==> config.mk <==
export PLATFORM = sky130hd
export DESIGN_NAME = pulse_programmer_top
export DESIGN_NICKNAME = d
export VERILOG_FILES = /design/src/hdl/pulse_pkg.sv /design/src/hdl/pulse_programmer_top.sv /design/src/hdl/pulse_sequencer.sv /design/src/hdl/pulse_control.sv /design/src/hdl/uart_tx.sv /design/src/hdl/uart_rx.sv
export SDC_FILE = /design/constraint.sdc
export NUM_CORES = 1
export LEC_CHECK = 0
export ABC_AREA = 1
export BUFFER_PORTS_ARGS = -buffer_cell sky130_fd_sc_hd__buf_2
export CAP_MARGIN = 20
export CORE_UTILIZATION = 58
export DETAILED_ROUTE_END_ITERATION = 10
export PLACE_DENSITY = 0.77
export SYNTH_ARGS = -nofsm -noshare
export SYNTH_HDL_FRONTEND = slang
export SYNTH_SLANG_ARGS = --single-unit
==> constraint.sdc <==
create_clock -name clk -period 4.4 [get_ports clk]
set_clock_uncertainty 0.05 [all_clocks]
set_input_delay 0.44 -clock clk [delete_from_list [all_inputs] [get_ports clk]]
set_output_delay 0.44 -clock clk [all_outputs]
set_load 0.02 [all_outputs]
==> src/hdl/pulse_pkg.sv <==
package pulse_pkg;

	// uart bit timing
	localparam int clks_per_bit = 16; // clk cycles per serial bit
	localparam int bit_cnt_w = $clog2(clks_per_bit);

	localparam int period_unit = 256; // clk cycles per count of the period register

	// control byte codes
	localparam logic [7:0] cmd_set_delay = 8'd0;
	localparam logic [7:0] cmd_set_period = 8'd1;
	localparam logic [7:0] cmd_set_pulse1 = 8'd2;
	localparam logic [7:0] cmd_set_pulse2 = 8'd3;
	localparam logic [7:0] cmd_toggle = 8'd4;
	localparam logic [7:0] cmd_set_cpmg = 8'd5;

	// power-up timing
	localparam logic [7:0] rst_period = 8'd4; // 4 x 256 cycles
	localparam logic [15:0] rst_p1width = 16'd6;
	localparam logic [15:0] rst_p2width = 16'd6;
	localparam logic [15:0] rst_delay = 16'd20;
	localparam logic [7:0] rst_cpmg = 8'd1; // hahn echo
	localparam logic rst_pump = 1'b1;
	localparam logic rst_block_en = 1'b1;
	localparam logic [7:0] rst_block_len = 8'd10;

	// fsm encodings
	localparam logic [1:0] rxs_idle = 2'd0;
	localparam logic [1:0] rxs_start = 2'd1;
	localparam logic [1:0] rxs_bits = 2'd2;
	localparam logic [1:0] rxs_stop = 2'd3;

	localparam logic [1:0] ctl_recv = 2'd0;
	localparam logic [1:0] ctl_apply = 2'd1;
	localparam logic [1:0] ctl_send = 2'd2;

	localparam logic [2:0] ph_idle = 3'd0;
	localparam logic [2:0] ph_pump = 3'd1;
	localparam logic [2:0] ph_gap = 3'd2;
	localparam logic [2:0] ph_refocus = 3'd3;
	localparam logic [2:0] ph_tail = 3'd4;

	// frame payload, plain word or toggle fields
	typedef union packed {
		logic [31:0] raw;
		struct packed {
			logic [15:0] unused_hi;
			logic [7:0]  block_len; // blank tail after last pulse
			logic [5:0]  unused_lo;
			logic        block_en;
			logic        pump;
		} toggle;
	} cmd_payload_u;

endpackage
==> src/hdl/pulse_programmer_top.sv <==
module pulse_programmer_top (
	input  logic clk,
	input  logic rst,
	input  logic rx,
	output logic tx,
	output logic cmd_done,
	output logic sync,
	output logic pulse,
	output logic blank
);
	logic        rx_valid;
	logic [7:0]  rx_data;
	logic        tx_start;
	logic [7:0]  tx_data; // checksum echo
	logic        tx_busy;
	logic [7:0]  period;
	logic [15:0] p1width;
	logic [15:0] delay;
	logic [15:0] p2width;
	logic [7:0]  cpmg;
	logic [7:0]  block_len;
	logic        pump;
	logic        block_en;

	uart_rx u_rx (
		.clk      (clk),
		.rst      (rst),
		.rx       (rx),
		.rx_valid (rx_valid),
		.rx_data  (rx_data)
	);

	uart_tx u_tx (
		.clk      (clk),
		.rst      (rst),
		.tx_start (tx_start),
		.tx_data  (tx_data),
		.tx       (tx),
		.tx_busy  (tx_busy)
	);

	// frame decode and timing registers
	pulse_control u_ctrl (
		.clk       (clk),
		.rst       (rst),
		.rx_valid  (rx_valid),
		.rx_data   (rx_data),
		.tx_busy   (tx_busy),
		.tx_start  (tx_start),
		.tx_data   (tx_data),
		.cmd_done  (cmd_done),
		.period    (period),
		.p1width   (p1width),
		.delay     (delay),
		.p2width   (p2width),
		.cpmg      (cpmg),
		.block_len (block_len),
		.pump      (pump),
		.block_en  (block_en)
	);

	pulse_sequencer u_seq (
		.clk       (clk),
		.rst       (rst),
		.period    (period),
		.p1width   (p1width),
		.delay     (delay),
		.p2width   (p2width),
		.cpmg      (cpmg),
		.block_len (block_len),
		.pump      (pump),
		.block_en  (block_en),
		.sync      (sync),
		.pulse     (pulse),
		.blank     (blank)
	);

endmodule

==> src/hdl/pulse_sequencer.sv <==
module pulse_sequencer (
	input  logic        clk,
	input  logic        rst,
	input  logic [7:0]  period,
	input  logic [15:0] p1width,
	input  logic [15:0] delay,
	input  logic [15:0] p2width,
	input  logic [7:0]  cpmg,
	input  logic [7:0]  block_len,
	input  logic        pump,
	input  logic        block_en,
	output logic        sync,
	output logic        pulse,
	output logic        blank
);
	import pulse_pkg::*;

	logic [15:0] pcnt; // cycles left in period
	logic [15:0] cnt; // cycles left in phase
	logic [2:0]  phase;
	logic [2:0]  tail_next;
	logic [7:0]  rcnt; // refocus pulses done
	logic        seen; // first pulse edge passed
	logic [15:0] p1_q, dly_q, p2_q; // copies taken at sync
	logic [7:0]  cpmg_q, blk_len_q;
	logic        pump_q, blk_en_q;

	always_ff @(posedge clk) begin
		if (pcnt == 16'd0) begin
			p1_q <= p1width;
			dly_q <= delay;
			p2_q <= p2width;
			cpmg_q <= cpmg;
			blk_len_q <= block_len;
			pump_q <= pump;
			blk_en_q <= block_en;
		end
	end

	assign tail_next = (blk_len_q == 8'd0) ? ph_idle : ph_tail; // no tail when length 0

	always_ff @(posedge clk) begin
		if (rst) begin
			sync <= 1'b0;
			pcnt <= '0; // first sync right after reset
			cnt <= '0;
			phase <= ph_idle;
			rcnt <= '0;
			seen <= 1'b0;
		end else if (pcnt == 16'd0) begin
			sync <= 1'b1;
			pcnt <= 16'(period * period_unit - 1);
			phase <= ph_idle; // truncate overrun
			rcnt <= '0;
			seen <= 1'b0;
		end else begin
			sync <= 1'b0;
			pcnt <= pcnt - 16'd1;
			if (sync) begin
				seen <= pump_q;
				phase <= pump_q ? ph_pump : ph_gap;
				cnt <= (pump_q ? p1_q : dly_q) - 16'd1;
			end else if (phase != ph_idle && cnt != 16'd0) begin
				cnt <= cnt - 16'd1;
			end else begin
				case (phase)
					ph_pump: begin
						phase <= ph_gap;
						cnt <= dly_q - 16'd1;
					end
					ph_gap: begin
						if (rcnt < cpmg_q) begin
							phase <= ph_refocus;
							cnt <= p2_q - 16'd1;
							seen <= 1'b1;
						end else begin
							phase <= tail_next; // cpmg of 0
							cnt <= {8'd0, blk_len_q} - 16'd1;
						end
					end
					ph_refocus: begin
						rcnt <= rcnt + 8'd1;
						phase <= (rcnt + 8'd1 < cpmg_q) ? ph_gap : tail_next;
						cnt <= ((rcnt + 8'd1 < cpmg_q) ? dly_q : {8'd0, blk_len_q}) - 16'd1;
					end
					ph_tail: phase <= ph_idle;
					default: ;
				endcase
			end
		end
	end

	assign pulse = (phase == ph_pump) || (phase == ph_refocus);
	// blank spans first pulse through tail
	assign blank = blk_en_q && (pulse || (seen && (phase == ph_gap || phase == ph_tail)));

endmodule

==> src/hdl/pulse_control.sv <==
module pulse_control (
	input  logic        clk,
	input  logic        rst,
	input  logic        rx_valid,
	input  logic [7:0]  rx_data,
	input  logic        tx_busy,
	output logic        tx_start,
	output logic [7:0]  tx_data,
	output logic        cmd_done,
	output logic [7:0]  period,
	output logic [15:0] p1width,
	output logic [15:0] delay,
	output logic [15:0] p2width,
	output logic [7:0]  cpmg,
	output logic [7:0]  block_len,
	output logic        pump,
	output logic        block_en
);
	import pulse_pkg::*;

	cmd_payload_u payload; // four bytes, lsb first
	logic [7:0]   ctrl_code;
	logic [2:0]   byte_cnt;
	logic [1:0]   state;

	// payload and control byte capture
	always_ff @(posedge clk) begin
		if (state == ctl_recv && rx_valid) begin
			if (byte_cnt == 3'd4)
				ctrl_code <= rx_data;
			else
				payload.raw[8 * byte_cnt +: 8] <= rx_data;
		end
	end

	always_ff @(posedge clk) begin
		if (rst) begin
			state <= ctl_recv;
			byte_cnt <= '0;
			tx_start <= 1'b0;
			cmd_done <= 1'b0;
			period <= rst_period;
			p1width <= rst_p1width;
			p2width <= rst_p2width;
			delay <= rst_delay;
			cpmg <= rst_cpmg;
			pump <= rst_pump;
			block_en <= rst_block_en;
			block_len <= rst_block_len;
		end else begin
			tx_start <= 1'b0; // strobes
			cmd_done <= 1'b0;
			case (state)
				ctl_recv: begin
					if (rx_valid) begin
						if (byte_cnt == 3'd4) begin
							byte_cnt <= '0;
							state <= ctl_apply;
						end else
							byte_cnt <= byte_cnt + 3'd1;
					end
				end
				ctl_apply: begin
					case (ctrl_code)
						cmd_set_delay:  delay <= payload.raw[15:0];
						cmd_set_period: period <= payload.raw[7:0];
						cmd_set_pulse1: p1width <= payload.raw[15:0];
						cmd_set_pulse2: p2width <= payload.raw[15:0];
						cmd_toggle: begin
							pump <= payload.toggle.pump;
							block_en <= payload.toggle.block_en;
							block_len <= payload.toggle.block_len;
						end
						cmd_set_cpmg:   cpmg <= payload.raw[7:0];
						default: ; // unknown code, echo only
					endcase
					cmd_done <= 1'b1;
					if (!tx_busy) begin
						tx_start <= 1'b1; // goes out with cmd_done
						state <= ctl_recv;
					end else
						state <= ctl_send;
				end
				default: begin
					// previous echo still on the line
					if (!tx_busy) begin
						tx_start <= 1'b1;
						state <= ctl_recv;
					end
				end
			endcase
		end
	end

	// checksum, sum of payload bytes mod 256
	always_ff @(posedge clk) begin
		if (state == ctl_apply)
			tx_data <= payload.raw[7:0] + payload.raw[15:8] + payload.raw[23:16]
				+ payload.raw[31:24];
	end

endmodule

==> src/hdl/uart_tx.sv <==
module uart_tx (
	input  logic       clk,
	input  logic       rst,
	input  logic       tx_start,
	input  logic [7:0] tx_data,
	output logic       tx,
	output logic       tx_busy
);
	import pulse_pkg::*;

	logic [9:0]           shift; // stop, data, start with start in bit 0
	logic [bit_cnt_w-1:0] cnt;
	logic [3:0]           bit_idx; // bits sent so far

	assign tx = shift[0];

	always_ff @(posedge clk) begin
		if (rst) begin
			shift <= '1; // idle high
			tx_busy <= 1'b0;
			cnt <= '0;
			bit_idx <= '0;
		end else if (!tx_busy) begin
			cnt <= '0;
			bit_idx <= '0;
			if (tx_start) begin
				shift <= {1'b1, tx_data, 1'b0};
				tx_busy <= 1'b1;
			end
		end else if (cnt == bit_cnt_w'(clks_per_bit - 1)) begin
			cnt <= '0;
			shift <= {1'b1, shift[9:1]}; // refill with idle level
			if (bit_idx == 4'd9)
				tx_busy <= 1'b0; // stop bit done
			else
				bit_idx <= bit_idx + 4'd1;
		end else begin
			cnt <= cnt + 1'b1;
		end
	end

endmodule

==> src/hdl/uart_rx.sv <==
module uart_rx (
	input  logic       clk,
	input  logic       rst,
	input  logic       rx,
	output logic       rx_valid,
	output logic [7:0] rx_data
);
	import pulse_pkg::*;

	logic                 rx_meta; // first sync stage
	logic                 rx_sync;
	logic [1:0]           state;
	logic [bit_cnt_w-1:0] cnt; // clocks within current bit
	logic [2:0]           bit_idx;

	always_ff @(posedge clk) begin
		if (rst) begin
			rx_meta <= 1'b1; // line idles high
			rx_sync <= 1'b1;
			state <= rxs_idle;
			cnt <= '0;
			bit_idx <= '0;
			rx_valid <= 1'b0;
		end else begin
			rx_meta <= rx;
			rx_sync <= rx_meta;
			rx_valid <= 1'b0;
			case (state)
				rxs_idle: begin
					cnt <= '0;
					if (!rx_sync)
						state <= rxs_start; // falling edge, maybe a start bit
				end
				rxs_start: begin
					if (cnt == bit_cnt_w'(clks_per_bit / 2 - 1)) begin
						cnt <= '0;
						bit_idx <= '0;
						// still low at mid bit, otherwise a glitch
						state <= rx_sync ? rxs_idle : rxs_bits;
					end else
						cnt <= cnt + 1'b1;
				end
				rxs_bits: begin
					if (cnt == bit_cnt_w'(clks_per_bit - 1)) begin
						cnt <= '0;
						rx_data <= {rx_sync, rx_data[7:1]}; // lsb first
						bit_idx <= bit_idx + 3'd1;
						if (bit_idx == 3'd7)
							state <= rxs_stop;
					end else
						cnt <= cnt + 1'b1;
				end
				default: begin // stop bit
					if (cnt == bit_cnt_w'(clks_per_bit - 1)) begin
						rx_valid <= rx_sync; // bad stop bit drops the byte
						state <= rxs_idle;
					end else
						cnt <= cnt + 1'b1;
				end
			endcase
		end
	end

endmodule

Word-level counts from Yosys, hierarchy flattened
Index checks and enable logic that the tools add are counted.
Operators by class
  add/sub/neg operators: 18
  order comparisons: 2
  equality and inequality tests: 28
  shift-type cells: 2
  muxes and demuxes: 49
  bitwise gates (word level): 8
  reductions and logical operators: 45
Operators with widths (count)
  16-bit by 1-bit subtractor with 16-bit output, second input constant: 7
  16-bit two-way mux: 6
  16-bit case mux with 3 select lines: 1
  6-bit negation with 34-bit output: 1
  8-bit by 34-bit variable shift with 32-bit output, first input constant: 1
  8-bit by 34-bit indexed part select with 32-bit output: 1
  32-bit bitwise mux: 1
  10-bit two-way mux: 3
  2-bit AND reduction: 13
  8-bit adder: 3
  3-bit two-way mux: 8
  2-bit two-way mux: 11
  8-bit by 2-bit == test with 1-bit output, second input constant: 2
  8-bit by 3-bit == test with 1-bit output, second input constant: 2
  16-bit logical NOT: 1
  8-bit logical NOT: 2
  8-bit less-than comparator: 2
  16-bit nonzero test: 1
  3-bit AND reduction: 5
  4-bit by 1-bit adder with 4-bit output, second input constant: 3
  4-bit == test, second input constant: 3
  4-bit two-way mux: 3
  3-bit case mux with 4 select lines: 1
  4-bit case mux with 3 select lines: 1
  other kinds (29): 70
Storage, ports and cells
  bits in registers: 279
  output and inout port bits: 5
  logic and storage cells: 191

Longest topological paths before layout
  word-level depth: 7
  mapped depth: 25
  gate-level depth less buffers: 24

Cells and area by module
From an unflattened synthesis, not the netlist that was laid out.
Second synthesis, totals
  cell total of the unflattened synthesis: 1727
  area total of the unflattened synthesis: 14362.5 µm²
Modules (own cells, without submodules)
  pulse_sequencer: instances 1, cells an instance 851, area an instance 6881.6 µm²
  pulse_control: instances 1, cells an instance 657, area an instance 5657.9 µm²
  uart_rx: instances 1, cells an instance 98, area an instance 939.7 µm²
  uart_tx: instances 1, cells an instance 121, area an instance 883.3 µm²

Worst setup path after synthesis
No wires, ideal clock.
  path type: register to register
  start: reg u_seq.pcnt[0]
  end: reg u_seq.pcnt[11]
  setup time: 59 ps
  data arrival time: 4649 ps
  slack: -358 ps
  cell stages (with the launch flop): 16
  buffers on the path: 0
  cell sequence: dfxtp_1 inv_1 ha_1 nand2_1 nor2_1 nand2_1 nor2_1 inv_2 nor3_2 nand2_1 nor2_1 nand2_1 nor3_2 nand2_1 inv_2 a22o_1
On the way
  word-level cells in the longest chain between the ends: 2
  elaborated cells between the ends (all ways): 3
  those cells by class: add/sub: 1; mux: 1; reduce/logical: 1
RTL lines
  start, declared: RTL line pulse_sequencer.sv:18  | logic [15:0] pcnt;
  start signal, assigned: RTL line pulse_sequencer.sv:52  | pcnt <= 16'(period * period_unit - 1);
  start signal, assigned: RTL line pulse_sequencer.sv:58  | pcnt <= pcnt - 16'd1;
  16-bit by 1-bit subtractor with 16-bit output or 16-bit logical NOT (tied branches): RTL line pulse_sequencer.sv:58, pulse_sequencer.sv:50
  16-bit two-way mux *: RTL line pulse_sequencer.sv:50  | end else if (pcnt == 16'd0) begin
Mark *: on every way between the ends. The rest lies on a longest branch, timed or not.
A chain may end at the register's enable or synchronous reset.

Worst setup path after layout
  start: reg u_seq.rcnt[0]
  end: reg u_seq.cnt[12]
On the way
  word-level cells in the longest chain between the ends: 7
  elaborated cells between the ends (all ways): 9
  those cells by class: add/sub: 2; order compare: 2; mux: 5
RTL lines
  start, declared: RTL line pulse_sequencer.sv:22  | logic [7:0] rcnt;
  start signal, assigned: RTL line pulse_sequencer.sv:82  | rcnt <= rcnt + 8'd1;
  8-bit by 1-bit adder with 8-bit output: RTL line pulse_sequencer.sv:84  | cnt <= ((rcnt + 8'd1 < cpmg_q) ? dly_q : {8'd0, blk_len_q}) - 16'd1;
  8-bit less-than comparator: RTL line pulse_sequencer.sv:84
  16-bit two-way mux: RTL line pulse_sequencer.sv:84
  16-bit by 1-bit subtractor with 16-bit output: RTL line pulse_sequencer.sv:84
  16-bit case mux with 3 select lines *: RTL line pulse_sequencer.sv:66  | case (phase)
  16-bit two-way mux *: RTL line pulse_sequencer.sv:63  | end else if (phase != ph_idle && cnt != 16'd0) begin
  16-bit two-way mux *: RTL line pulse_sequencer.sv:59  | if (sync) begin
  end signal, assigned: RTL line pulse_sequencer.sv:62  | cnt <= (pump_q ? p1_q : dly_q) - 16'd1;
  end signal, assigned: RTL line pulse_sequencer.sv:64  | cnt <= cnt - 16'd1;
  end signal, assigned: RTL line pulse_sequencer.sv:84
  end, declared: RTL line pulse_sequencer.sv:19  | logic [15:0] cnt;
Marked as above.

==> impl_metrics.toml <==
[placed_design]
dp_hpwl_um = 21700
port_buffers = 7
dpl_cell_area_sq_mm = 0.01390
place.gp.congestion = 0.9301

[critical_path]
arrival_ns = 3.86
critPathLaunchType = "flip-flop"
end_kind = "flip-flop"
r2r_start = "u_seq.rcnt[0]"
worstRegToRegCells = 22
crit_fanout = 19
path_class = "flip-flop to flip-flop"
r2r_setup_slack_ns = 0.92
setup.worst_path.start = "u_seq.rcnt[0]"
crit_end = "u_seq.cnt[12]"
r2r_end = "u_seq.cnt[12]"
required_ns = 4.77

[grt]
grt_pass1_vias = 9804
grt_pass1_wl_um = 49560
track_usage_pct = 26.03
grt_max_degree = 101
overflow = 0
antenna_found_initial = 0

[floorplanning]
fp-row-count = 55
die-area_sq_mm = 0.02403
pin_count = 8
core_sq_mm = 0.02278
start_util_pct = 59.63
fp.dieH_um = 155.0
die_x_um = 155.0

[route]
via_per_inst = 5.558
routed_wl_um = 30390
vias = 10344
drtPass1Iterations = 5
drt_iter0_markers = 877
detail-route-antenna-nets = 0
drcViolationCount = 0
wl_per_cell_um = 16.33

[synth]
synth_cells = 1517
postSynth.asyncResetShare_pct = 0
syn_area_per_cell_sq_um = 8.954
synth_top_area_cell = "edfxtp_1"
synthTopCellsByCount = "nand2_1, inv_1, dfxtp_1"
synth_top_area_share_pct = 26.97
yosys_warnings = 0
synth.distinct_cells = 58
synth.most_common_cell = "nand2_1"
syn_nets = 1578
synth_flop_cell = "dfxtp_1"
ys_seq_area_share_pct = 49.96
synth_seq_cells = 278
synth_edf_count = 122
netlist_area_sq_mm = 0.01358
yosys-top-cells-area = "edfxtp_1, dfxtp_1, nand2_1"

[sta]
fin_crit_sh_pct = 79.18
slew_headroom_pct = 34.97
fin_crit_ns = 3.484
tightestPinTransition_ns = 0.9755
setup_tns_ns = 0
setup_violations = 0
max_freq_mhz = 287.0
hold_violations = 0
rsz0062_at_grt = "false"
drv_slew = 0

[clock_tree]
cts_tree = "built"
clkTransAtPathRegs_ns = 0.06
ctsHoldBuffers = 0
cts_buffers = 28
post_cts_buffers = 0
htreeDepth = 1
cts.sinks = 278
insertion_delay_ns = 0.55
cts_resized = 0
cts_root_buffer = "clkbuf_16"
clk_path_buf_depth = 3

[flow_run]
cap_violations = 0

[pwr]
ir_drop_v = 0.0003762
power_density_mw_per_mm2 = 541.0
power_w = 0.008065
leakagePower_nw = 6.173

[cells_and_area]
finalInstanceArea_sq_mm = 0.01491
final_nets = 1587
drive_gt1_share_pct = 10.01
area_growth_pct = 9.746
n_antenna_cell = 0

[run_status]
status = "complete, no violations"

[worst_hold_path]
hp-class = "input port to flip-flop"
-- critical path, cell delays in order (launching register included) --
cell,delay (ns)
dfxtp_1,0.41
nand3_1,0.14
nand3b_1,0.21
nand3b_1,0.19
xor2_1,0.18
inv_1,0.06
ha_1,0.28
a21oi_1,0.16
o21a_1,0.18
nand2_4,0.12
nand2_8,0.19
nand2_2,0.09
nand2_4,0.09
ha_1,0.19
nand3_1,0.11
inv_1,0.09
nand2_1,0.12
inv_2,0.10
nand3_1,0.07
nand3_1,0.09
nand2_1,0.06
a21oi_1,0.12
nor2_1,0.05
-- power by group --
group          switching (W)  total, W  internal, W
clock               0.000970   0.00252      0.00155
combinational        0.00156   0.00230     0.000734
sequential          0.000226   0.00325      0.00303
total                0.00276   0.00806      0.00531
-- metrics by stage --
stage	utilization [%]	worst slack [ns]	hold slack, ns	std cells
finish	65.44	0.9161	0.04451	1861
global route	65.44	0.4972	0.04192	1861
CTS	65.38	0.9551	0.03318	1858
detailed placement	61.03	0.9677	0.3588	1806
global placement	61.03	1.061	0.3594	1806
floorplan	-	0.7412	0.3395	1517
-- flip-flops by register name, summed over array words and instances (netlist names), 4 cells and up --
signal / count
u_ctrl.p2width: 16
u_ctrl.ctrl_code: 8
u_ctrl.payload: 32
u_ctrl.delay: 16
u_seq.dly_q: 16
u_tx.shift: 9
u_ctrl.tx_data: 8
u_seq.p1_q: 16
u_seq.p2_q: 16
u_seq.blk_len_q: 8
u_tx.bit_idx: 4
u_seq.cnt: 16
u_ctrl.cpmg: 8
u_ctrl.block_len: 8
u_ctrl.period: 8
u_rx.rx_data: 8
u_seq.pcnt: 16
u_ctrl.p1width: 16
u_seq.cpmg_q: 8
u_seq.rcnt: 8
u_rx.cnt: 4
u_tx.cnt: 4
-- cells in the final DEF, fill, tap and decap left out, drive strengths merged, types with 17 or more instances in the layout --
| master | netlist | final |
|---|---|---|
| nand2 | 235 | 235 |
| inv | 186 | 186 |
| nor2 | 158 | 158 |
| dfxtp | 156 | 156 |
| o21ai | 141 | 141 |
| a21oi | 139 | 139 |
| edfxtp | 122 | 122 |
| nand3 | 60 | 60 |
| nor3 | 47 | 47 |
| ha | 44 | 44 |
| clkbuf | 30 | 42 |
| xor2 | 39 | 39 |
| xnor2 | 22 | 22 |
| buf | 14 | 22 |
| nand4 | 19 | 19 |
| or2 | 17 | 17 |
-- logic make-up (layout without fill, tap and decap cells) --
kind of cell,Yosys count,count (layout),synth area share [%]
simple gates,551,551,19.28
compound gates,334,334,13.68
flops,278,278,49.96
buf+inv,232,263,6.807
xor+xnor,61,61,3.933
fa+ha+maj,58,58,6.116
mux,3,3,0.2211
-- worst min path at each step --
stage,from,end,slack (ns),depth (start not counted)
after floorplan,u_rx.rx_meta,u_rx.rx_sync,0.34,1
after global placement,u_ctrl.p2width[3],u_seq.p2_q[3],0.36,0
after detailed placement,u_ctrl.p1width[13],u_seq.p1_q[13],0.36,0
after CTS,rx,u_rx.rx_meta,0.03,2
after global routing,rx,u_rx.rx_meta,0.04,2
final,rx,u_rx.rx_meta,0.04,2
-- per-layer routing --
| metal | track usage [%] | up-vias | share of wire [%] | routed length (um) |
|---|---|---|---|---|
| li1 | - | 5128 | - | - |
| met1 | 35.87 | 4826 | 44 | 13410 |
| met3 | 3.175 | 57 | 6.9 | 2099 |
| met2 | 43.03 | 333 | 46 | 14070 |
| met4 | 8.062 | 0 | 2.7 | 817 |
| met5 | 0 | - | 0 | 0 |
-- cell type report --
cell class / count / area [sq um]
Multi-Input combinational cell: 1007 / 5878
Fill cell: 1783 / 7871
Inverter: 188 / 711.9
Clock inverter: 11 / 157.7
Tap cell: 313 / 391.6
Timing Repair Buffer: 23 / 147.6
Clock buffer: 41 / 833.3
Sequential cell: 278 / 6787
Note: power is estimated with default switching activity, not from simulation.
